===== config.mk =====
export PLATFORM = sky130hd
export DESIGN_NAME = tlb_l2_search_ctrl
export DESIGN_NICKNAME = d
export VERILOG_FILES = /design/src/logic/tlb_l2_pkg.sv /design/src/logic/tlb_l2_search_ctrl.sv
export VERILOG_INCLUDE_DIRS = /design/src /design/src/logic
export SDC_FILE = /design/constraint.sdc
export NUM_CORES = 1
export LEC_CHECK = 0
export BUFFER_PORTS_ARGS = -buffer_cell sky130_fd_sc_hd__buf_2
export CORE_MARGIN = 10
export CORE_UTILIZATION = 30
export CTS_CLUSTER_SIZE = 28
export DETAILED_ROUTE_END_ITERATION = 7
export PLACE_DENSITY = 0.68
export REMOVE_ABC_BUFFERS = 1
export SKIP_CTS_REPAIR_TIMING = 1
export SLEW_MARGIN = 10
export SYNTH_ARGS = -nofsm -noshare
export SYNTH_HDL_FRONTEND = slang
export SYNTH_SLANG_ARGS = --single-unit

===== constraint.sdc =====
create_clock -name clk_i -period 2.2 [get_ports clk_i]
set_clock_uncertainty 0.15 [all_clocks]
set_input_delay 0.44 -clock clk_i [delete_from_list [all_inputs] [get_ports clk_i]]
set_output_delay 0.44 -clock clk_i [all_outputs]
set_load 0.01 [all_outputs]

===== src/logic/tlb_l2_params.svh =====
`ifndef TLB_L2_PARAMS_SVH
`define TLB_L2_PARAMS_SVH

// Address widths
`define TLB_IN_AW      32  // Slave side
`define TLB_OUT_AW     40  // Master side
`define TLB_CFG_AW     32
`define TLB_CFG_DW     64

// Geometry
`define TLB_SETS       32
`define TLB_OFFSETS    4   // Entries per half of a set
`define TLB_BANKS      4   // Searched in parallel
`define TLB_PAGE_BITS  12  // 4 KiB pages

// VA entry flags below the page number
`define TLB_VA_VALID_BIT 0
`define TLB_VA_RO_BIT    1

// Config address bit that selects the PA RAM
`define TLB_CFG_PA_SEL   10

`endif


===== src/logic/tlb_l2_pkg.sv =====
`default_nettype none

`include "tlb_l2_params.svh"

package tlb_l2_pkg;

   // Search control FSM
   typedef enum logic [1:0] {
      IDLE,
      SEARCH,
      DONE
   } search_state_e;

   // Result FSM
   typedef enum logic [1:0] {
      OUT_IDLE,
      SEND_OUTPUT,
      OUT_SENT
   } out_state_e;

   typedef logic [$clog2(`TLB_SETS)-1:0]                       set_idx_t;
   typedef logic [$clog2(`TLB_OFFSETS)-1:0]                    offset_t;
   typedef logic [$clog2(`TLB_SETS)+$clog2(`TLB_OFFSETS):0]    va_addr_t;  // {set, half, offset}
   typedef logic [$clog2(`TLB_BANKS)-1:0]                      bank_idx_t;
   typedef logic [$bits(va_addr_t)+$clog2(`TLB_BANKS)-1:0]     pa_addr_t;  // {entry, bank}
   typedef logic [`TLB_IN_AW-`TLB_PAGE_BITS-1:0]               vpn_t;
   typedef logic [`TLB_OUT_AW-`TLB_PAGE_BITS-1:0]              ppn_t;

endpackage

`default_nettype wire


===== src/logic/tlb_l2_search_ctrl.sv =====
`timescale 1ns/1ps
`default_nettype none

`include "tlb_l2_params.svh"

module tlb_l2_search_ctrl (
   input  logic                  clk_i,
   input  logic                  rst_ni,
   input  logic                  l1_miss_i,
   input  logic [`TLB_IN_AW-1:0] in_addr_i,
   input  logic                  rw_write_i,
   input  logic                  stop_i,
   input  logic                  result_i,
   input  logic                  trans_sent_i,
   output logic [`TLB_IN_AW-1:0] addr_o,
   output logic                  rw_write_o,
   output tlb_l2_pkg::set_idx_t  set_o,
   output tlb_l2_pkg::offset_t   offset_o,
   output logic                  searching_o,
   output logic                  cmp_valid_o,
   output logic                  search_done_o,
   output logic                  busy_o
);

   localparam tlb_l2_pkg::offset_t LAST_OFFSET = tlb_l2_pkg::offset_t'(`TLB_OFFSETS - 1);

   tlb_l2_pkg::search_state_e state_q, state_d;
   logic [`TLB_IN_AW-1:0]     addr_q;
   logic                      rw_write_q;
   logic                      accept;
   tlb_l2_pkg::offset_t       offset_q;
   logic                      last_rd_q;    // Last offset is being compared
   logic                      cmp_valid_q;
   logic                      busy_q, busy_d;

   assign accept = (state_q == tlb_l2_pkg::IDLE) && l1_miss_i;

   ////////////////////////////////////////////////////////////////////
   // Control FSM
   ////////////////////////////////////////////////////////////////////
   always_comb begin
      state_d       = state_q;
      busy_d        = busy_q;
      search_done_o = 1'b0;
      unique case (state_q)
         tlb_l2_pkg::IDLE: begin
            if (l1_miss_i) begin
               state_d = tlb_l2_pkg::SEARCH;
               busy_d  = 1'b1;
            end
         end
         tlb_l2_pkg::SEARCH: begin
            // Ends on the first hit or fault or after the last compare
            if (stop_i || last_rd_q) begin
               state_d       = tlb_l2_pkg::DONE;
               search_done_o = 1'b1;
            end
         end
         tlb_l2_pkg::DONE: begin
            if (trans_sent_i || result_i) begin
               state_d = tlb_l2_pkg::IDLE;
               busy_d  = 1'b0;
            end
         end
         default: state_d = tlb_l2_pkg::IDLE;
      endcase
   end

   // Reads stop once the last offset is out
   assign searching_o = (state_q == tlb_l2_pkg::SEARCH) && !last_rd_q;

   always_ff @(posedge clk_i) begin
      if (!rst_ni) begin
         state_q     <= tlb_l2_pkg::IDLE;
         busy_q      <= 1'b0;
         offset_q    <= '0;
         last_rd_q   <= 1'b0;
         cmp_valid_q <= 1'b0;
      end else begin
         state_q     <= state_d;
         busy_q      <= busy_d;
         last_rd_q   <= searching_o && (offset_q == LAST_OFFSET);
         cmp_valid_q <= searching_o && !stop_i;  // RAM read takes one cycle
         if (accept) begin
            offset_q <= '0;
         end else if (searching_o && (offset_q != LAST_OFFSET)) begin
            offset_q <= offset_q + 1'b1;
         end
      end
   end

   ////////////////////////////////////////////////////////////////////
   // Address and access type
   ////////////////////////////////////////////////////////////////////
   always_ff @(posedge clk_i) begin
      if (accept) begin
         addr_q     <= in_addr_i;
         rw_write_q <= rw_write_i;
      end
   end

   assign addr_o      = accept ? in_addr_i : addr_q;  // Live in the accept cycle
   assign rw_write_o  = accept ? rw_write_i : rw_write_q;
   assign set_o       = addr_o[`TLB_PAGE_BITS +: $bits(tlb_l2_pkg::set_idx_t)];
   assign offset_o    = offset_q;
   assign cmp_valid_o = cmp_valid_q;
   assign busy_o      = busy_q;

endmodule

`default_nettype wire


-- Yosys cells after proc, flatten, opt, wreduce, memory -nomap -nowiden
Index checks and enable logic that the tools add are counted.
- input bits: 39
- output and inout port bits: 44
- bits in registers: 40
- reduce and logical (&&, ||, !) cells: 14
- eq/ne operators: 7
- add/subtract/negate cells: 1
- bitwise logic cells: 1
- mux-type cells: 11
- operators with widths (operator ; count):
    32-bit 2-to-1 mux ; 1
    2-bit != test (second input constant) ; 4
    2-bit 2-to-1 mux ; 3
    2-bit one-hot mux with 3 select lines ; 1
    3-bit AND reduction ; 2
    1-bit logical AND ; 5
    1-bit 2-to-1 mux ; 5
    2-bit equality test (second input constant) ; 2
    2-bit by 1-bit adder with 2-bit output (second input constant) ; 1
    2-bit by 1-bit equality test with 1-bit output (second input constant) ; 1
    1-bit zero test ; 2
    2-bit zero test ; 1
    1-bit logical OR ; 2
    1-bit one-hot mux with 2 select lines ; 1
    2-bit nonzero test ; 1
    2-bit OR reduction ; 1
    1-bit NOT ; 1

-- Logic depth before layout (Yosys ltp)
Gate-level depths: netlist of the first run.
- depth in word-level cells: 3
- mapped depth: 4
- mapped depth without buffers: 4

-- Least setup slack after synthesis of the first run
No wires, ideal clock.
- kind: input to output
- start: input l1_miss_i
- end: output set_o[0]
- required time: 1.610 ns
- slack: 0.142 ns
- buffers on the path: 2
- arrival: 1.468 ns
- stages on the path: 4
- cells stage by stage: nor3b_4 -> buf_6 -> mux2_2 -> buf_4
- cells in the longest elaborated chain, start to end: 2
- ends and longest elaborated chain (what ; line ; source):
    start: declaration ; tlb_l2_search_ctrl.sv:9 ; input logic l1_miss_i,
    1-bit logical AND ; tlb_l2_search_ctrl.sv:36 ; assign accept = (state_q == tlb_l2_pkg::IDLE) && l1_miss_i;
    32-bit 2-to-1 mux ; n/a ;
    end: declaration ; tlb_l2_search_ctrl.sv:17 ; output tlb_l2_pkg::set_idx_t set_o,
Every way passes these cells.

-- Final worst setup path of the first run
- start: register state_q[1]
- end: output rw_write_o
- cells in the longest elaborated chain, start to end: 3
- ends and longest elaborated chain (what ; line ; source):
    start: declaration ; tlb_l2_search_ctrl.sv:27 ; tlb_l2_pkg::search_state_e state_q, state_d;
    start signal: assignment ; tlb_l2_search_ctrl.sv:74 ; state_q <= tlb_l2_pkg::IDLE;
    start signal: assignment ; tlb_l2_search_ctrl.sv:80 ; state_q <= state_d;
    2-bit zero test ; tlb_l2_search_ctrl.sv:36 ;
    1-bit logical AND ; tlb_l2_search_ctrl.sv:36 ;
    1-bit 2-to-1 mux ; n/a ;
    end: declaration ; tlb_l2_search_ctrl.sv:16 ; output logic rw_write_o,
Every way passes these cells.

==> metrics.yaml, run 1 <==
final_cell_mix: "buf_2 (46), dfxtp_1 (39), buf_6 (39)"
postSynthCellCount: 104
hold_viol_final: 0
clock_sinks: 40
start_kind: "flip-flop"
ir_drop_mv: 0.439
max_freq_mhz: 448
tightest_slew_ps: 283
drtAntennaViolNets: 0
die-area_um2: 7900
min_from: "stop_i"
cp.required_ps: 1610
setup_viol_count_final: 16
cellInternalPower_mw: 1.64
syn_area_per_cell_um2: 13.7
place.gp.congestion: 0.727
totalWireLength_mm: 4.36
finalNetCount: 235
wl_per_cell_um: 17.6
rsz0062_at_grt: "yes"
die_height_um: 88.9
p_leak_nw: 1.20
drc: 0
rows: 24
drt_iter0_drc: 16
dr.pass1.iters: 2
final_common_cell: "buf_2"
dpl_cell_area_um2: 1860
start_util: 0.318
grt_pass1_wl_mm: 5.37
p_per_area_nw_per_um2: 892
cts_buffers: 5
max-slew-margin-rel: 0.811
ys_ff_latch: 40
finalWorstSetupSlack_ps: -31.8
root_buffer: "clkbuf_8"
fin_crit_sh: 1.01
grt_pass1_vias: 1184
failed_checks: "negative setup slack"
cp.arrival_ps: 1640
clock_latency_ps: 280
crit_path_max_fanout: 8
io_pins: 83
seq_area_frac_synth: 0.563
final_max_slew_viol_count: 0
swShare: 0.252
sequentialPowerShare: 0.395
syn_area_um2: 1420
cts_tree: "done"
period_needed_ps: 2230
grtUsageTotal: 0.0874
critPathLaunch: "state_q[1]$_SDFFE_PN0P_"
die_w_um: 88.9
grt_max_degree: 35
area_growth_pct: 72.6
critPathCaptureType: "primary output"
timing.setup.tns_ps: -290
crit_type: "reg2out"
numPortBuffers: 82
vias: 1113
cts_max_level: 2
ys_warn_count: 0
status: "finished with violations"
drive_above_1_share: 0.694
final_cell_area_um2: 2450
dp_hpwl_mm: 2.77
cts_buffer_depth: 2
grt-ovfl-total: 0
core_area_um2: 4470
comb_power_share: 0.319
fillers: 382
hold_path.class: "in2reg"
switching_power_mw: 0.552
antenna_found_initial: 0
vias_per_cell: 4.49
reg2reg_from: "state_q[1]$_SDFFE_PN0P_"
clkSlewWorstSetupHoldPaths_ps: 70
antenna_cells: 0
clockPowerShare: 0.286
drv_cap: 0
synth_cell_type_count: 22
[final timing paths]
path / to / slack [ps] / cells after the start
worst max register to register: rw_write_q$_DFF_P_ / 710 / 4
worst min-delay path: cmp_valid_o$_SDFF_PN0_ / 170 / 2
worst max-delay path: rw_write_o / -30 / 5
worst min register to register: addr_q[26]$_DFF_P_ / 330 / 1
[final cells by class]
class                           count  area, um2  area share
Sequential cell                    40        802       0.327
Timing Repair Buffer               92        800       0.326
Multi-Input combinational cell     56        667       0.272
Clock buffer                        6       82.6      0.0336
Tap cell                           52       65.1      0.0265
Clock inverter                      2       38.8      0.0158
[Yosys cell counts]
library cell  number  area share
nor2_1             5       0.013
ha_1               1      0.0088
nor3b_4            1       0.013
and3_1             1      0.0044
nor3b_1            3       0.016
dfxtp_1           40        0.56
mux2i_1            1      0.0070
a21oi_1            1      0.0035
o21ai_0            1      0.0035
nor4b_1            1      0.0062
o21a_1             1      0.0053
mux2_2            31        0.25
nand2_1            1      0.0026
a21boi_0           1      0.0053
o21bai_1           1      0.0053
buf_6              3       0.024
nor2b_1            1      0.0044
nand2b_1           1      0.0044
nor4b_4            1       0.017
xnor2_1            1      0.0062
buf_4              5       0.026
mux2_1             2       0.016
[critical path: stages, from the launching register on]
cell and delay, ps:
dfxtp_2 330, nor3b_4 240, buf_6 170, clkbuf_16 170
mux2_4 320, buf_6 120
[flip-flops by register name, indices dropped and copies added (netlist names)]
register / count
last_rd_q: 1
state_q: 2
cmp_valid_o: 1
addr_q: 32
offset_o: 2
busy_o: 1
rw_write_q: 1
[kinds of logic (layout without fill, tap and decap cells)]
kind of cell	Yosys count	count (layout)	share of synthesized area
AO/OA/AOI/OAI	5	5	0.0229
flip-flops	40	40	0.563
AND/OR/NAND/NOR	15	15	0.0809
multiplexers	34	34	0.268
XOR/XNOR	1	1	0.00616
adder cells (fa/ha/maj)	1	1	0.00879
buffers and inverters	8	100	0.0501
[routing by layer]
layer  GRT usage  part of all wire
met1      0.0792              0.38
met2       0.155              0.52
met3      0.0506             0.097
met4      0.0396            0.0066
met5           0                 0
[through the flow]
step                hold WS, ps  std cells  power [mW]  setup WS (ps)  utilization
global route                160        248        2.29          -79.9        0.549
global placement            288        233        1.29            113        0.416
finish                      173        248        2.19          -31.8        0.549
floorplan                   342         96        1.11           -231            -
detailed placement          290        233        1.31           73.6        0.416
CTS                         164        241        1.94          -51.0        0.443
[power groups by stage]
stage	clock network (mW)	logic, mW	registers, mW
detailed placement	0	0.430	0.879
global route	0.670	0.746	0.875
finish	0.627	0.699	0.865
global placement	0	0.421	0.873
floorplan	0	0.235	0.873
CTS	0.646	0.431	0.862
Note: power is estimated with default switching activity, not from simulation.
==> run 2: changes to the inputs <==
--- a/config.mk
+++ b/config.mk
@@ -6,12 +6,13 @@
 export SDC_FILE = /design/constraint.sdc
 export NUM_CORES = 1
 export LEC_CHECK = 0
+export ABC_AREA = 1
 export BUFFER_PORTS_ARGS = -buffer_cell sky130_fd_sc_hd__buf_2
 export CORE_MARGIN = 10
 export CORE_UTILIZATION = 30
 export CTS_CLUSTER_SIZE = 28
 export DETAILED_ROUTE_END_ITERATION = 7
-export PLACE_DENSITY = 0.68
+export PLACE_DENSITY = 0.67
 export REMOVE_ABC_BUFFERS = 1
 export SKIP_CTS_REPAIR_TIMING = 1
 export SLEW_MARGIN = 10
==> run 2 against run 1 <==
Effect of this change: the flow now finishes without violations; combinational power down 43%; utilization is 12 points lower; via count is 19% higher.
==> metrics.yaml, run 2 <==
status: "finished, final reports clean"
critPathMostFrequentCell: "nand2_1"
antenna_cells: 0  # unchanged
ir_drop_mv: 0.413  # -6.0%
critPathLaunch: "state_q[0]$_SDFFE_PN0P_"
root_buffer: "clkbuf_8"
dp_hpwl_mm: 2.86  # +3.5%
wl_per_cell_um: 11.2  # -36%
tightest_slew_ps: 212  # -71.2 ps
critPathBufInv: 2  # -1
synth_edf_count: 0  # unchanged
grtUsageTotal: 0.0943  # +0.00685
hold_path.class: "in2reg"
grt_pass1_vias: 1379  # +16%
final_common_cell: "nand2_1"
final_max_slew_viol_count: 0  # unchanged
syn_area_um2: 1430  # +0.79%
worstPathCellList: "nor2_2, nand2_4, buf_6, nand2_1, nand2_1, buf_2"
drv_cap: 0  # unchanged
rows: 25  # +4.2%
area_growth_pct: 38.9
drc: 0  # unchanged
crit_path_max_fanout: 18  # +10
hold-worst-slack_ps: 203  # +29.7 ps
vias: 1325  # +19%
cp.arrival_ps: 1440  # -200 ps
ys_warn_count: 0  # unchanged
start_util: 0.306  # -0.0124
clock_latency_ps: 280  # about the same
cts_max_level: 2  # unchanged
grt_max_degree: 35  # unchanged
synth_cell_type_count: 16  # -27%
grt_pass1_wl_mm: 5.91  # +10%
async_flop_share: 0  # unchanged
p_per_area_nw_per_um2: 916  # +2.7%
cts_tree: "done"
drive_above_1_share: 0.359  # -0.335
synth_flop_cell: "dfxtp_1"
synth_area_leader_cell: "dfxtp_1"
p_leak_nw: 1.16  # -3.5%
final_cell_mix: "nand2_1 (107), buf_2 (82), dfxtp_1 (40)"
numPortBuffers: 82  # unchanged
place.gp.congestion: 0.690  # -5.2%
fin_crit_sh: 0.923  # -0.0913
drtAntennaViolNets: 0  # unchanged
max_stage_delay_ps: 340  # about the same
cts_buffers: 5  # unchanged
max-slew-margin-rel: 0.857  # +0.0464
vias_per_cell: 4.05  # -9.7%
dpl_worst_slack_ps: 247  # +173 ps
r2r_slack_ps: 840  # +130 ps
syn_area_per_cell_um2: 7.63  # -44%
clock_sinks: 40  # unchanged
finalWorstSetupSlack_ps: 169  # +201 ps
critical-path-top-delay-family: "simple AND/OR/NAND/NOR gates"
io_pins: 83  # unchanged
core_area_um2: 4690  # +4.9%
cts_buffer_depth: 2  # unchanged
clkSlewWorstSetupHoldPaths_ps: 80  # about the same
ys_top_cells_by_area: "dfxtp_1 (56%), nand2_1 (28%), buf_4 (2.6%)"
reg2reg_from: "state_q[0]$_SDFFE_PN0P_"
largest_register_ffs: 32  # unchanged
antenna_found_initial: 0  # unchanged
crit_type: "reg2out"
totalWireLength_mm: 3.66  # -16%
period_needed_ps: 2030  # -201 ps
rsz0062_at_grt: "no"
die_height_um: 89.1  # +0.31%
hold_viol_final: 0  # unchanged
timing.setup.tns_ps: 0  # +290 ps
die_w_um: 89.1  # +0.31%
grt-ovfl-total: 0  # unchanged
cp.required_ps: 1610  # about the same
min_from: "in_addr_i[27]"
critPathCaptureType: "primary output"
synth_top_area_frac: 0.558  # -0.00442
finalNetCount: 312  # +33%
ys_ff_latch: 40  # unchanged
drt_iter0_drc: 57  # +41
postSynthCellCount: 188  # +81%
largest-register: "addr_q"
start_kind: "flip-flop"
dr.pass1.iters: 4  # +2
die-area_um2: 7950  # +0.62%
synth_commonest_cells: "nand2_1 (107), dfxtp_1 (40), inv_1 (9), nor2_1 (9), buf_4 (5)"
max_freq_mhz: 492  # +9.9%
seq_area_frac_synth: 0.558  # -0.00442
cp_slowest_cell: "dfxtp_1"
setup_viol_count_final: 0  # -16
yosysMostFrequentCell: "nand2_1"
[run 2: cell types whose count changed after synthesis, sizes merged, moves of 2 or more]
cell and change:
buf +3, nand2 +107, nor4b -2, mux2 -33, inv +10, nor3b -4
nor2 +5, a21oi +2
[run 2: worst min-delay path: stages]
cell and delay, ps:
buf_2 70, nand2_1 40, nand2_1 50
[run 2: logic make-up (layout without fill, tap and decap cells)]
| logic type | after synthesis | after routing | synth area share |
|---|---|---|---|
| fa+ha+maj | 1 | 1 | 0.00872 |
| buf+inv | 21 | 106 | 0.0881 |
| flops | 40 | 40 | 0.558 |
| simple gates | 121 | 121 | 0.327 |
| compound gates | 5 | 5 | 0.0174 |
[run 2: through the flow]
step / util / instances / instance area [um2] / total power, mW
after floorplan: - / 177 / 1350 / 1.07
after global placement: 0.391 / 314 / 1830 / 1.26
after detailed placement: 0.391 / 314 / 1830 / 1.26
after CTS: 0.414 / 322 / 1940 / 1.85
after global routing: 0.425 / 327 / 1990 / 1.96
final: 0.425 / 327 / 1990 / 1.83
[run 2: layer usage]
metal	vias to the layer above	share of wire	global-route usage
li1	731	-	-
met5	-	0	0
met2	46	0.47	0.147
met4	0	0.010	0.0405
met1	543	0.43	0.104
met3	5	0.090	0.0510
[run 2: cell type report]
class	count	area, um2
clock buffer	6	72.6
clock inverter	2	35.0
fill	476	2700
inverter	10	50.0
multi-input combinational	127	507
sequential	40	801
tap	54	67.6
timing repair buffer	88	459
[run 2: path summary, 6_finish.rpt]
check / to / cells past startpoint
min: addr_q[27]$_DFF_P_ / 3
min reg2reg: addr_q[27]$_DFF_P_ / 2
max reg2reg: offset_o[1]$_SDFFE_PP0P_ / 6
max: set_o[3] / 6
[run 2: power by group]
part	switching (mW)	internal, mW	leakage, nW
Combinational	0.235	0.165	0.770
Sequential	0.0260	0.826	0.335
Clock	0.237	0.336	0.0552
Total	0.498	1.33	1.16
