===== config.mk =====
export PLATFORM = sky130hd
export DESIGN_NAME = tlb_l2_result
export DESIGN_NICKNAME = d
export VERILOG_FILES = /design/src/logic/tlb_l2_pkg.sv /design/src/logic/tlb_l2_result.sv
export VERILOG_INCLUDE_DIRS = /design/src /design/src/logic
export SDC_FILE = /design/constraint.sdc
export NUM_CORES = 1
export LEC_CHECK = 0
export BUFFER_PORTS_ARGS = -buffer_cell sky130_fd_sc_hd__buf_2
export CORE_UTILIZATION = 35
export DETAILED_ROUTE_END_ITERATION = 8
export PLACE_DENSITY = 0.79
export SYNTH_ARGS = -nofsm -noshare
export SYNTH_HDL_FRONTEND = slang
export SYNTH_SLANG_ARGS = --single-unit

===== constraint.sdc =====
create_clock -name clk_i -period 1.22 [get_ports clk_i]
set_input_delay 0.061 -clock clk_i [delete_from_list [all_inputs] [get_ports clk_i]]
set_output_delay 0.061 -clock clk_i [all_outputs]
set_load 0.01 [all_outputs]

===== src/logic/tlb_l2_params.svh =====
`ifndef TLB_L2_PARAMS_SVH
`define TLB_L2_PARAMS_SVH

// Address widths
`define TLB_IN_AW      32  // Slave side
`define TLB_OUT_AW     40  // Master side
`define TLB_CFG_AW     32
`define TLB_CFG_DW     64

// Geometry
`define TLB_SETS       32
`define TLB_OFFSETS    4   // Entries per half of a set
`define TLB_BANKS      4   // Searched in parallel
`define TLB_PAGE_BITS  12  // 4 KiB pages

// VA entry flags below the page number
`define TLB_VA_VALID_BIT 0
`define TLB_VA_RO_BIT    1

// Config address bit that selects the PA RAM
`define TLB_CFG_PA_SEL   10

`endif


===== src/logic/tlb_l2_pkg.sv =====
`default_nettype none

`include "tlb_l2_params.svh"

package tlb_l2_pkg;

   // Search control FSM
   typedef enum logic [1:0] {
      IDLE,
      SEARCH,
      DONE
   } search_state_e;

   // Result FSM
   typedef enum logic [1:0] {
      OUT_IDLE,
      SEND_OUTPUT,
      OUT_SENT
   } out_state_e;

   typedef logic [$clog2(`TLB_SETS)-1:0]                       set_idx_t;
   typedef logic [$clog2(`TLB_OFFSETS)-1:0]                    offset_t;
   typedef logic [$clog2(`TLB_SETS)+$clog2(`TLB_OFFSETS):0]    va_addr_t;  // {set, half, offset}
   typedef logic [$clog2(`TLB_BANKS)-1:0]                      bank_idx_t;
   typedef logic [$bits(va_addr_t)+$clog2(`TLB_BANKS)-1:0]     pa_addr_t;  // {entry, bank}
   typedef logic [`TLB_IN_AW-`TLB_PAGE_BITS-1:0]               vpn_t;
   typedef logic [`TLB_OUT_AW-`TLB_PAGE_BITS-1:0]              ppn_t;

endpackage

`default_nettype wire


===== src/logic/tlb_l2_result.sv =====
`timescale 1ns/1ps
`default_nettype none

`include "tlb_l2_params.svh"

module tlb_l2_result (
   input  logic                                     clk_i,
   input  logic                                     rst_ni,
   input  logic [`TLB_BANKS-1:0]                    bank_hit_i,
   input  logic [`TLB_BANKS-1:0]                    bank_prot_i,
   input  logic [`TLB_BANKS-1:0]                    bank_multi_i,
   input  tlb_l2_pkg::va_addr_t [`TLB_BANKS-1:0]    bank_hit_addr_i,
   input  logic                                     search_done_i,
   input  logic                                     l1_miss_i,
   output logic                                     stop_o,
   output tlb_l2_pkg::pa_addr_t                     pa_raddr_o,
   output logic                                     hit_o,
   output logic                                     miss_o,
   output logic                                     prot_o,
   output logic                                     multi_hit_o
);

   tlb_l2_pkg::out_state_e  out_q, out_d;
   logic                    any_hit, any_prot;
   logic                    first_hit, multi;
   tlb_l2_pkg::bank_idx_t   hit_bank;
   logic                    hit_d, miss_d, prot_d, multi_d;

   assign any_hit  = |bank_hit_i;
   assign any_prot = |bank_prot_i;
   assign stop_o   = any_hit || any_prot;

   // A second hit in bank order makes it a multi hit
   always_comb begin
      first_hit = 1'b0;
      multi     = 1'b0;
      hit_bank  = '0;
      for (int i = 0; i < `TLB_BANKS; i++) begin
         if (bank_hit_i[i]) begin
            if (first_hit || bank_multi_i[i]) begin
               multi = 1'b1;
            end
            if (!first_hit) begin
               first_hit = 1'b1;
               hit_bank  = tlb_l2_pkg::bank_idx_t'(i);
            end
         end
      end
   end

   ////////////////////////////////////////////////////////////////////
   // Output FSM
   ////////////////////////////////////////////////////////////////////
   always_comb begin
      out_d      = out_q;
      hit_d      = 1'b0;
      miss_d     = 1'b0;
      prot_d     = 1'b0;
      multi_d    = 1'b0;
      pa_raddr_o = '0;
      unique case (out_q)
         tlb_l2_pkg::OUT_IDLE: begin
            if (search_done_i) begin
               out_d   = tlb_l2_pkg::SEND_OUTPUT;
               multi_d = multi;
               prot_d  = any_prot;
               if (!multi && !any_prot) begin
                  hit_d  = first_hit;
                  miss_d = !first_hit;
               end
               // PA index is entry times bank count plus bank
               pa_raddr_o = {bank_hit_addr_i[hit_bank], hit_bank};
            end
         end
         tlb_l2_pkg::SEND_OUTPUT: out_d = tlb_l2_pkg::OUT_SENT;
         tlb_l2_pkg::OUT_SENT: begin
            if (l1_miss_i) begin
               out_d = tlb_l2_pkg::OUT_IDLE;
            end
         end
         default: out_d = tlb_l2_pkg::OUT_IDLE;
      endcase
   end

   always_ff @(posedge clk_i) begin
      if (!rst_ni) begin
         out_q       <= tlb_l2_pkg::OUT_IDLE;
         hit_o       <= 1'b0;
         miss_o      <= 1'b0;
         prot_o      <= 1'b0;
         multi_hit_o <= 1'b0;
      end else begin
         out_q       <= out_d;
         hit_o       <= hit_d;   // Lines up with the PA RAM read
         miss_o      <= miss_d;
         prot_o      <= prot_d;
         multi_hit_o <= multi_d;
      end
   end

endmodule

`default_nettype wire


# ---- Word level (Yosys, flattened, before mapping)
# Index checks and enable logic that the tools add are counted.
# Widths: inputs -> output; s select.
dict set report word_totals {
  latchBits 0
  mem_bits_rw 0
  out_inout_bits 15
  mem_bits_ro 0
  elab_cells 49
  input_bits 48
  regBits 6
  mem_count 0
}
dict set report op_classes {
  mul 0
  bitwise_logic 0
  order_cmp 1
  n_reduce_logical 14
  mux 25
  shifts 0
  eq_ne 4
  add_sub_neg 0
  n_div 0
}
# operator count
set ops {}
lappend ops {{$mux 10} 2}
lappend ops {{$bmux 8 s2} 1}
lappend ops {{$mux 1} 14}
lappend ops {{$mux 2} 6}
lappend ops {{$mux 8} 1}
lappend ops {{$reduce_or 4->1} 2}
lappend ops {{$pmux 2 s3} 1}
lappend ops {{$logic_or 1x1->1} 4}
lappend ops {{$ne 2x2->1 const B} 2}
lappend ops {{$reduce_and 4->1} 1}
lappend ops {{$logic_not 1->1} 3}
lappend ops {{$lt 2x3->1 const B} 1}
lappend ops {{$reduce_and 3->1} 1}
lappend ops {{$eq 2x1->1 const B} 1}
lappend ops {{$eq 2x2->1 const B} 1}
lappend ops {{$logic_not 2->1} 1}
lappend ops {{$reduce_and 2->1} 1}
lappend ops {{$logic_and 1x1->1} 1}

# ---- Depth between registers and ports, before layout
# Gate-level depths: netlist of the first run.
dict set report depth {
  word_depth 11
  ltp_mapped 5
  ltp_nobuf 3
}

# ---- Worst setup path after synthesis of the first run
# OpenSTA, ideal clock, no wires.
dict set report synth_path {
  kind {register -> output}
  startpoint {register out_q[0]}
  endpoint {output pa_raddr_o[1]}
  arrival_time_ps 911
  path_slack_ps 248
  n_path_buf 0
  path_stages_with_launch 4
  required_ps 1159
  cell_sequence {dfxtp_1 nor2_1 nand2_1 nor3_1}
}
dict set report synth_via {
  elab_chain_len 2
}
# element line_no
set synth_lines {}
lappend synth_lines {{start, declared} tlb_l2_result.sv:23} ;# tlb_l2_pkg::out_state_e out_q, out_d;
lappend synth_lines {{start signal, assigned} tlb_l2_result.sv:87} ;# out_q <= tlb_l2_pkg::OUT_IDLE;
lappend synth_lines {{start signal, assigned} tlb_l2_result.sv:93} ;# out_q <= out_d;
lappend synth_lines {{$logic_not 2->1} tlb_l2_result.sv:61} ;# unique case (out_q)
lappend synth_lines {{$mux 10} tlb_l2_result.sv:61}
lappend synth_lines {{end, declared} tlb_l2_result.sv:16} ;# output tlb_l2_pkg::pa_addr_t pa_raddr_o,
# No other way between the ends.

# ---- Worst setup path after layout of the first run
dict set report layout_path {
  startpoint {register out_q[0]}
  endpoint {output pa_raddr_o[5]}
}
# Same word-level chain as after synthesis.

==> results of run 1 <==
worst max path at each step:
| stage | start | end | cells after the start |
|---|---|---|---|
| floorplan | out_q[0] | pa_raddr_o[1] | 3 |
| global placement | bank_hit_i[0] | pa_raddr_o[5] | 5 |
| detailed placement | bank_hit_i[0] | pa_raddr_o[5] | 5 |
| CTS | out_q[1] | pa_raddr_o[5] | 4 |
| global route | out_q[0] | pa_raddr_o[9] | 4 |
| finish | out_q[0] | pa_raddr_o[5] | 4 |
stage by stage:
stage	utilization, %	instance area [um^2]	TNS, ns
2_1_floorplan	-	627	0
3_3_place_gp	58.9	940	0
3_5_place_dp	58.9	940	0
4_1_cts	61.7	983	0
5_1_grt	62.9	1000	-0.388
6_report	62.9	1000	-0.00282
synth_stat cells (2+ instances only):
| library cell | n | share of area [%] |
|---|---|---|
| buf_2 | 3 | 2.4 |
| o21ai_0 | 8 | 6.4 |
| a21o_1 | 8 | 9.6 |
| a31oi_1 | 8 | 8.0 |
| buf_6 | 2 | 3.6 |
| nor2b_1 | 2 | 2.0 |
| nand2_1 | 18 | 11 |
| inv_1 | 2 | 1.2 |
| nor2_1 | 6 | 3.6 |
| nand3_1 | 2 | 1.6 |
| nor3_1 | 2 | 1.6 |
| dfxtp_1 | 6 | 19 |
| nand3b_1 | 8 | 9.6 |
| a21oi_1 | 2 | 1.6 |
repair_timing:
action,in CTS,in global routing
endpoints found under the setup margin,10,10
hold endpoints to repair,0,0
gates cloned,1,0
pin swaps,2,4
gates resized for setup,6,4
power by group through the flow:
stage | sequential, mW | combinational [mW] | clock (mW)
2_1_floorplan | 0.216 | 0.128 | 0
3_3_place_gp | 0.213 | 0.247 | 0
3_5_place_dp | 0.214 | 0.250 | 0
4_1_cts | 0.213 | 0.261 | 0.185
5_1_grt | 0.214 | 0.295 | 0.193
6_report | 0.214 | 0.270 | 0.179
flip-flops by register name, indices dropped and copies added, names as in the netlist:
register	cells
prot_o	1
out_q	2
miss_o	1
hit_o	1
multi_hit_o	1
worst max-delay path, stage by stage (launching register included):
cell     delay [ns]
dfxtp_2        0.34
nor2_4         0.16
nand2_4        0.09
a31oi_2        0.16
buf_2          0.16
kinds of logic after synthesis:
kind of cell	Yosys count	synth area share, %
simple gates	48	43.5
flops	6	19.2
compound gates	29	29.3
buf+inv	8	7.98
per-layer routing:
metal / vias up / GRT usage (%) / share of wire, %
li1: 455 / - / -
met3: 4 / 6.53 / 8.0
met1: 398 / 25.9 / 42
met2: 55 / 34.1 / 49
met4: 0 / 9.09 / 1.6
met5: - / 0 / 0
final cells by class:
| type | instances | area [um^2] | share of cell area [%] |
|---|---|---|---|
| Timing Repair Buffer | 64 | 325 | 32.5 |
| Clock buffer | 3 | 22.5 | 2.25 |
| Multi-Input combinational cell | 78 | 494 | 49.3 |
| Tap cell | 24 | 30.0 | 3.00 |
| Sequential cell | 6 | 123 | 12.2 |
| Inverter | 2 | 7.51 | 0.749 |
==> results.toml, run 1 <==
[run_status]
status = "finished, violations left"
failed_checks = "negative setup slack"

[placement]
portBuffers = 62
placedCellCount = 173
place_ws_ns = 0.0698
hpwl_mm = 1.64
gp_congestion = 0.861

[grt]
antenna_found_initial = 0
grt_pass1_vias = 770
track_usage_pct = 21.2
grt_first_pass_wirelength_mm = 3.13
grt_max_degree = 18
overflow = 0

[floorplanning]
num_rows = 14
fp.dieH_um = 44.3
core-area_mm2 = 0.00159
die_area_mm2 = 0.00196
io_pins = 63
start_util_pct = 39.3
die_width_um = 44.3

[layout]
n_fill_cell = 144
drive_above_1_share_pct = 51.6
n_antenna_cell = 0
fin_cells = 177
area_growth_pct = 59.9
layout_common_cells = "62 x buf_2, 17 x nand2_1, 8 x nand3b_1, 8 x a21o_1, 8 x o21ai_0"
mostFrequentLayoutCell = "buf_2"
layout.nets = 203

[pwr]
swShare_pct = 32.6
p_leak_nw = 0.488
p_seq_share_pct = 32.3
ir_drop_mv = 0.595
power_mw = 0.663
pwr-share-comb_pct = 40.7
p_per_area_mw_per_mm2 = 662
clkPwrFrac_pct = 27.0
switching_power_mw = 0.216
p_int_mw = 0.447

[worst_setup_path]
r2r-end = "hit_o"
r2r_slack_ns = 0.14
criticalPathCategory = "reg2out"
worstPathArrival_ns = 1.16
r2r-start = "out_q[0]"
critical_path.max_fanout = 5
critPathLaunchType = "flip-flop"
cp-end-kind = "output pin"
cp_data_required_time_ns = 1.16
r2r_cells = 3

[clock_tree]
cts_buffers = 3
clkSinkCount = 6
postCtsHoldBufs = 0
htree_num_levels = 1
cts_setup_buffers = 0
cts_tree = "built"
clock_latency_ns = 0.25
clockBufferDepth = 2
clk_pin_slew_ns = 0.04
cts-root-buf = "clkbuf_4"

[hold_path]
hp-class = "in2reg"
holdCritStartpoint = "bank_prot_i[2]"
hold_path_end = "prot_o"
holdPathStages = 3

[detailed_routing]
first_pass_iters = 7
viasPerCell = 5.15
drt-total-wl_mm = 2.10
via_count = 912
drtIter0Drc = 23
drc_errors = 0
wl_per_cell_um = 11.8
final_antenna_net_count = 0

[sta]
fmax_ghz = 0.818
worst_pin_slew_ns = 0.352
slew_viol_final = 0
whs_ns = 0.0774
hold_violations = 0
period_needed_ns = 1.22
finalSetupViolCount = 1
timing.final.ws_setup_ns = -0.00282
rsz0062_at_grt = "yes"
fin_skew_ns = 0.00501
period_share_pct = 100
slew_headroom_pct = 76.4

[run]
maxCapViolCount = 0

[synthesis]
synth_ff_type = "dfxtp_1"
synth_edf_count = 0
ys_ff_latch = 6
synth.avg_cell_area_um2 = 6.89
syn_nets = 139
yosys_warnings = 0
async_reset_ff_share_pct = 0
yosysSeqAreaShare_pct = 19.2
synthCells = 91
ys_types = 28
netlist_area_um2 = 627
Note: power is estimated with default switching activity, not from simulation.
==> run 2: changes to the inputs <==
==> constraint.sdc (replaced) <==
create_clock -name clk_i -period 1.2 [get_ports clk_i]
set_input_delay 0.06 -clock clk_i [delete_from_list [all_inputs] [get_ports clk_i]]
set_output_delay 0.06 -clock clk_i [all_outputs]
set_load 0.01 [all_outputs]
==> results.toml, run 2 (synthesis gave the netlist of run 1 again) <==
[clock_tree]
clockBufferDepth = 2
postCtsHoldBufs = 0
clock_latency_ns = 0.24
clkSinkCount = 6
htree_num_levels = 1
cts_tree = "built"
clk_pin_slew_ns = 0.04
cts_buffers = 3
cts-root-buf = "clkbuf_4"

[run_status]
failed_checks = "negative setup slack"
status = "finished, violations left"

[detailed_routing]
final_antenna_net_count = 0
via_count = 911
wl_per_cell_um = 11.7
drtIter0Drc = 26
drt-total-wl_mm = 2.08
viasPerCell = 5.12
drc_errors = 0
first_pass_iters = 4

[layout]
largest_reg_flops = 2
layout.nets = 204
area_growth_pct = 63.5
fin_cells = 178
n_antenna_cell = 0
layout_common_cells = "62 x buf_2, 17 x nand2_1, 8 x nand3b_1, 8 x a21o_1, 8 x o21ai_0"
mostFrequentLayoutCell = "buf_2"
drive_above_1_share_pct = 51.9
regMostFlops = "out_q"
n_fill_cell = 152

[grt]
grt_max_degree = 18
antenna_found_initial = 0
grt_pass1_vias = 736
overflow = 0
grt_first_pass_wirelength_mm = 3.15
track_usage_pct = 21.7

[placement]
gp_congestion = 0.861
hpwl_mm = 1.65
placedCellCount = 173
portBuffers = 62

[pwr]
p_leak_nw = 0.498
p_per_area_mw_per_mm2 = 665
ir_drop_mv = 0.629

[worst_setup_path]
r2r_cells = 4
worstPathArrival_ns = 1.17
critPathLaunchType = "flip-flop"
criticalPathCategory = "reg2out"
cp-end-kind = "output pin"
r2r-end = "hit_o"
cp_data_required_time_ns = 1.14
r2r-start = "out_q[0]"
r2r_slack_ns = 0.02
critical_path.max_fanout = 5

[floorplanning]
core-area_mm2 = 0.00159
die_width_um = 44.3
die_area_mm2 = 0.00196
num_rows = 14
io_pins = 63
fp.dieH_um = 44.3
start_util_pct = 39.3

[sta]
setup_tns_ns = -0.105
slew_headroom_pct = 75.9
worst_pin_slew_ns = 0.362
rsz0062_at_grt = "yes"
fmax_ghz = 0.810
hold_violations = 0
timing.final.ws_setup_ns = -0.0344
finalSetupViolCount = 6
fin_skew_ns = 0.00218
period_share_pct = 103
period_needed_ns = 1.23
slew_viol_final = 0

[hold_path]
holdPathStages = 2
hp-class = "in2reg"
holdCritStartpoint = "rst_ni"
hold_path_end = "out_q[1]"

[run]
maxCapViolCount = 0
[run 2: changes by cell type in the layout (fill, tap and decap cells not counted)]
cell     delta
nor3_2      -2
nor3_4      +2
dfxtp_2     -1
buf_4       +1
dfxtp_4     +1
[run 2: how the worst max path moves through the flow]
stage	start	endpoint	slack [ns]	cells after the start
final	out_q[0]	pa_raddr_o[6]	-0.03	4
after global routing	out_q[0]	pa_raddr_o[3]	-0.09	4
after CTS	out_q[1]	pa_raddr_o[5]	-0.02	4
after detailed placement	bank_hit_i[0]	pa_raddr_o[3]	0.06	5
after global placement	bank_hit_i[0]	pa_raddr_o[5]	0.06	5
after floorplan	out_q[0]	pa_raddr_o[1]	0.23	3
[run 2: per-layer routing]
layer | GRT usage (%) | wire length, um
met2 | 34.1 | 1010
met1 | 29.1 | 902
met4 | 6.67 | 23
met5 | 0 | 0
met3 | 5.31 | 148
[run 2: what timing repair did]
| action | 4_1_cts | 5_1_grt |
|---|---|---|
| endpoints found under the setup margin | 10 | 10 |
| buffers inserted | 0 | 1 |
| pin swaps | 2 | 3 |
| gates cloned | 1 | 0 |
| resized for setup | 5 | 8 |
| hold endpoints to repair | 0 | 0 |
[run 2: through the flow]
stage               utilization (%)  instance area [um^2]  hold slack [ns]  power (mW)  worst slack, ns
finish                         64.3                  1020           0.0870       0.681          -0.0344
global route                   64.3                  1020           0.0830       0.731          -0.0919
CTS                            61.6                   982           0.0821       0.670          -0.0243
detailed placement             58.9                   940            0.337       0.473           0.0556
global placement               58.9                   940            0.333       0.468           0.0599
floorplan                         -                   627            0.171       0.349            0.229
[run 2: cell type report]
type / count / area, um^2 / share of cell area, %
clock buffers: 3 / 22.5 / 2.20
inverters: 2 / 7.51 / 0.733
multi-input cells: 78 / 507 / 49.5
flip-flops and latches: 6 / 125 / 12.2
well taps: 24 / 30.0 / 2.93
repair buffers: 65 / 333 / 32.5
[run 2: power breakdown]
| part | leakage, nW | internal (mW) | switching (mW) |
|---|---|---|---|
| registers | 0.0501 | 0.208 | 0.00647 |
| clock network | 0.0138 | 0.113 | 0.0702 |
| logic | 0.434 | 0.135 | 0.148 |
[run 2: critical path, stage by stage (launching register included)]
cell and delay (ns):
dfxtp_4 0.35, nor2_4 0.16, nand2_4 0.10, a31oi_1 0.17
buf_2 0.16
==> run 3: changes to the inputs <==
==> constraint.sdc (replaced) <==
create_clock -name clk_i -period 1.31 [get_ports clk_i]
set_input_delay 0.0655 -clock clk_i [delete_from_list [all_inputs] [get_ports clk_i]]
set_output_delay 0.0655 -clock clk_i [all_outputs]
set_load 0.01 [all_outputs]
==> results.toml, run 3 (synthesis gave the netlist of run 1 again) <==
[detailed_routing]
final_antenna_net_count = 0
drc_errors = 0
wl_per_cell_um = 12.9
drt-total-wl_mm = 2.27
drtIter0Drc = 19
via_count = 935
first_pass_iters = 5
viasPerCell = 5.31

[pwr]
ir_drop_mv = 0.486
p_per_area_mw_per_mm2 = 628
p_leak_nw = 0.481

[worst_setup_path]
critical_path.max_fanout = 5
criticalPathCategory = "reg2out"
worstPathArrival_ns = 1.18
slowest_stage = "dfxtp_2"
r2r_slack_ns = 0.15
r2r-end = "hit_o"
r2r_cells = 3
cp_data_required_time_ns = 1.24
path_cells = "nor2_4 -> nand2_1 -> a31oi_1 -> buf_2"
r2r-start = "out_q[0]"
cp-end-kind = "output pin"
startpoint = "out_q[0]"
crit_end = "pa_raddr_o[3]"
critPathLaunchType = "flip-flop"
cp_slowest_stage_delay_ns = 0.34

[grt]
overflow = 0
grt_max_degree = 21
grt_pass1_vias = 801
grt_first_pass_wirelength_mm = 3.39
antenna_found_initial = 0
track_usage_pct = 23.5

[clock_tree]
cts_buffers = 3
clockBufferDepth = 2
clkSinkCount = 6
htree_num_levels = 1
cts_tree = "built"
clock_latency_ns = 0.24
cts_setup_buffers = 0
cts-root-buf = "clkbuf_4"
clk_pin_slew_ns = 0.05

[placement]
placedCellCount = 172
hpwl_mm = 1.72
place_ws_ns = 0.0764
portBuffers = 62
gp_congestion = 0.814

[layout]
regMostFlops = "out_q"
regArea_um2 = 123
n_antenna_cell = 0
fin_cells = 176
drive_above_1_share_pct = 50.0
multiInputGateArea_um2 = 487
mostFrequentLayoutCell = "buf_2"
layout_common_cells = "62 x buf_2, 18 x nand2_1"
post-route-util_pct = 61.9
layout.nets = 202
area_growth_pct = 57.5
n_fill_cell = 146
largest_reg_flops = 2

[hold_path]
hp-class = "in2reg"

[floorplanning]
fp.dieH_um = 44.3
die_area_mm2 = 0.00196
core-area_mm2 = 0.00159
die_width_um = 44.3
num_rows = 14
start_util_pct = 39.3
io_pins = 63

[sta]
finalSetupViolCount = 0
period_share_pct = 94.8
fin_skew_ns = 0.00108
period_needed_ns = 1.24
slew_headroom_pct = 76.6
fmax_ghz = 0.806
rsz0062_at_grt = "yes"
timing.final.ws_setup_ns = 0.0688
worst_pin_slew_ns = 0.350
slew_viol_final = 0
setup_tns_ns = 0
hold_violations = 0

[run_status]
status = "finished clean"

[run]
maxCapViolCount = 0
run 3: what timing repair did:
action	4_1_cts	5_1_grt
cloned	0	1
pin swaps	0	1
hold buffers	0	0
gates resized for setup	1	7
setup endpoints to repair	8	10
run 3: critical path: cells and delay by family (launching register included):
family                 cells  cell delay (ns)
AOI/OAI and AO/OA          1             0.17
DFF                        1             0.34
buffers and inverters      1             0.16
and+or+nand+nor            2             0.27
run 3: cell type report:
type	count	area share (%)
sequential	6	12.4
inverter	2	0.760
clock buffer	3	2.28
timing repair buffer	63	32.2
tap	24	3.04
multi-input combinational	78	49.3
run 3: worst min path at each step:
stage / startpoint / end / slack [ns] / cells after the start
3_5_place_dp: rst_ni / out_q[0] / 0.34 / 3
5_1_grt: rst_ni / out_q[1] / 0.08 / 2
6_report: rst_ni / out_q[0] / 0.1 / 3
4_1_cts: rst_ni / out_q[0] / 0.1 / 3
3_3_place_gp: bank_prot_i[2] / prot_o / 0.34 / 3
2_1_floorplan: rst_ni / out_q[0] / 0.18 / 2
run 3: power breakdown:
group	leakage [nW]	switching (mW)	internal (mW)
clock network	0.0138	0.0690	0.104
logic	0.418	0.131	0.117
registers	0.0498	0.00741	0.192
total	0.481	0.208	0.413
run 3: per-stage QoR:
step                      total power, mW  hold slack, ns  cell area (um^2)
after floorplan                     0.320           0.177               627
after global placement              0.425           0.336               932
after detailed placement            0.433           0.345               932
after CTS                           0.603          0.0961               957
after global routing                0.663          0.0826               987
final                               0.620          0.0970               987
run 3: metal layers:
layer	GRT usage, %	routed length [um]
met1	30.0	971
met2	36.8	1070
met3	5.71	175
met4	11.5	53
met5	0	0
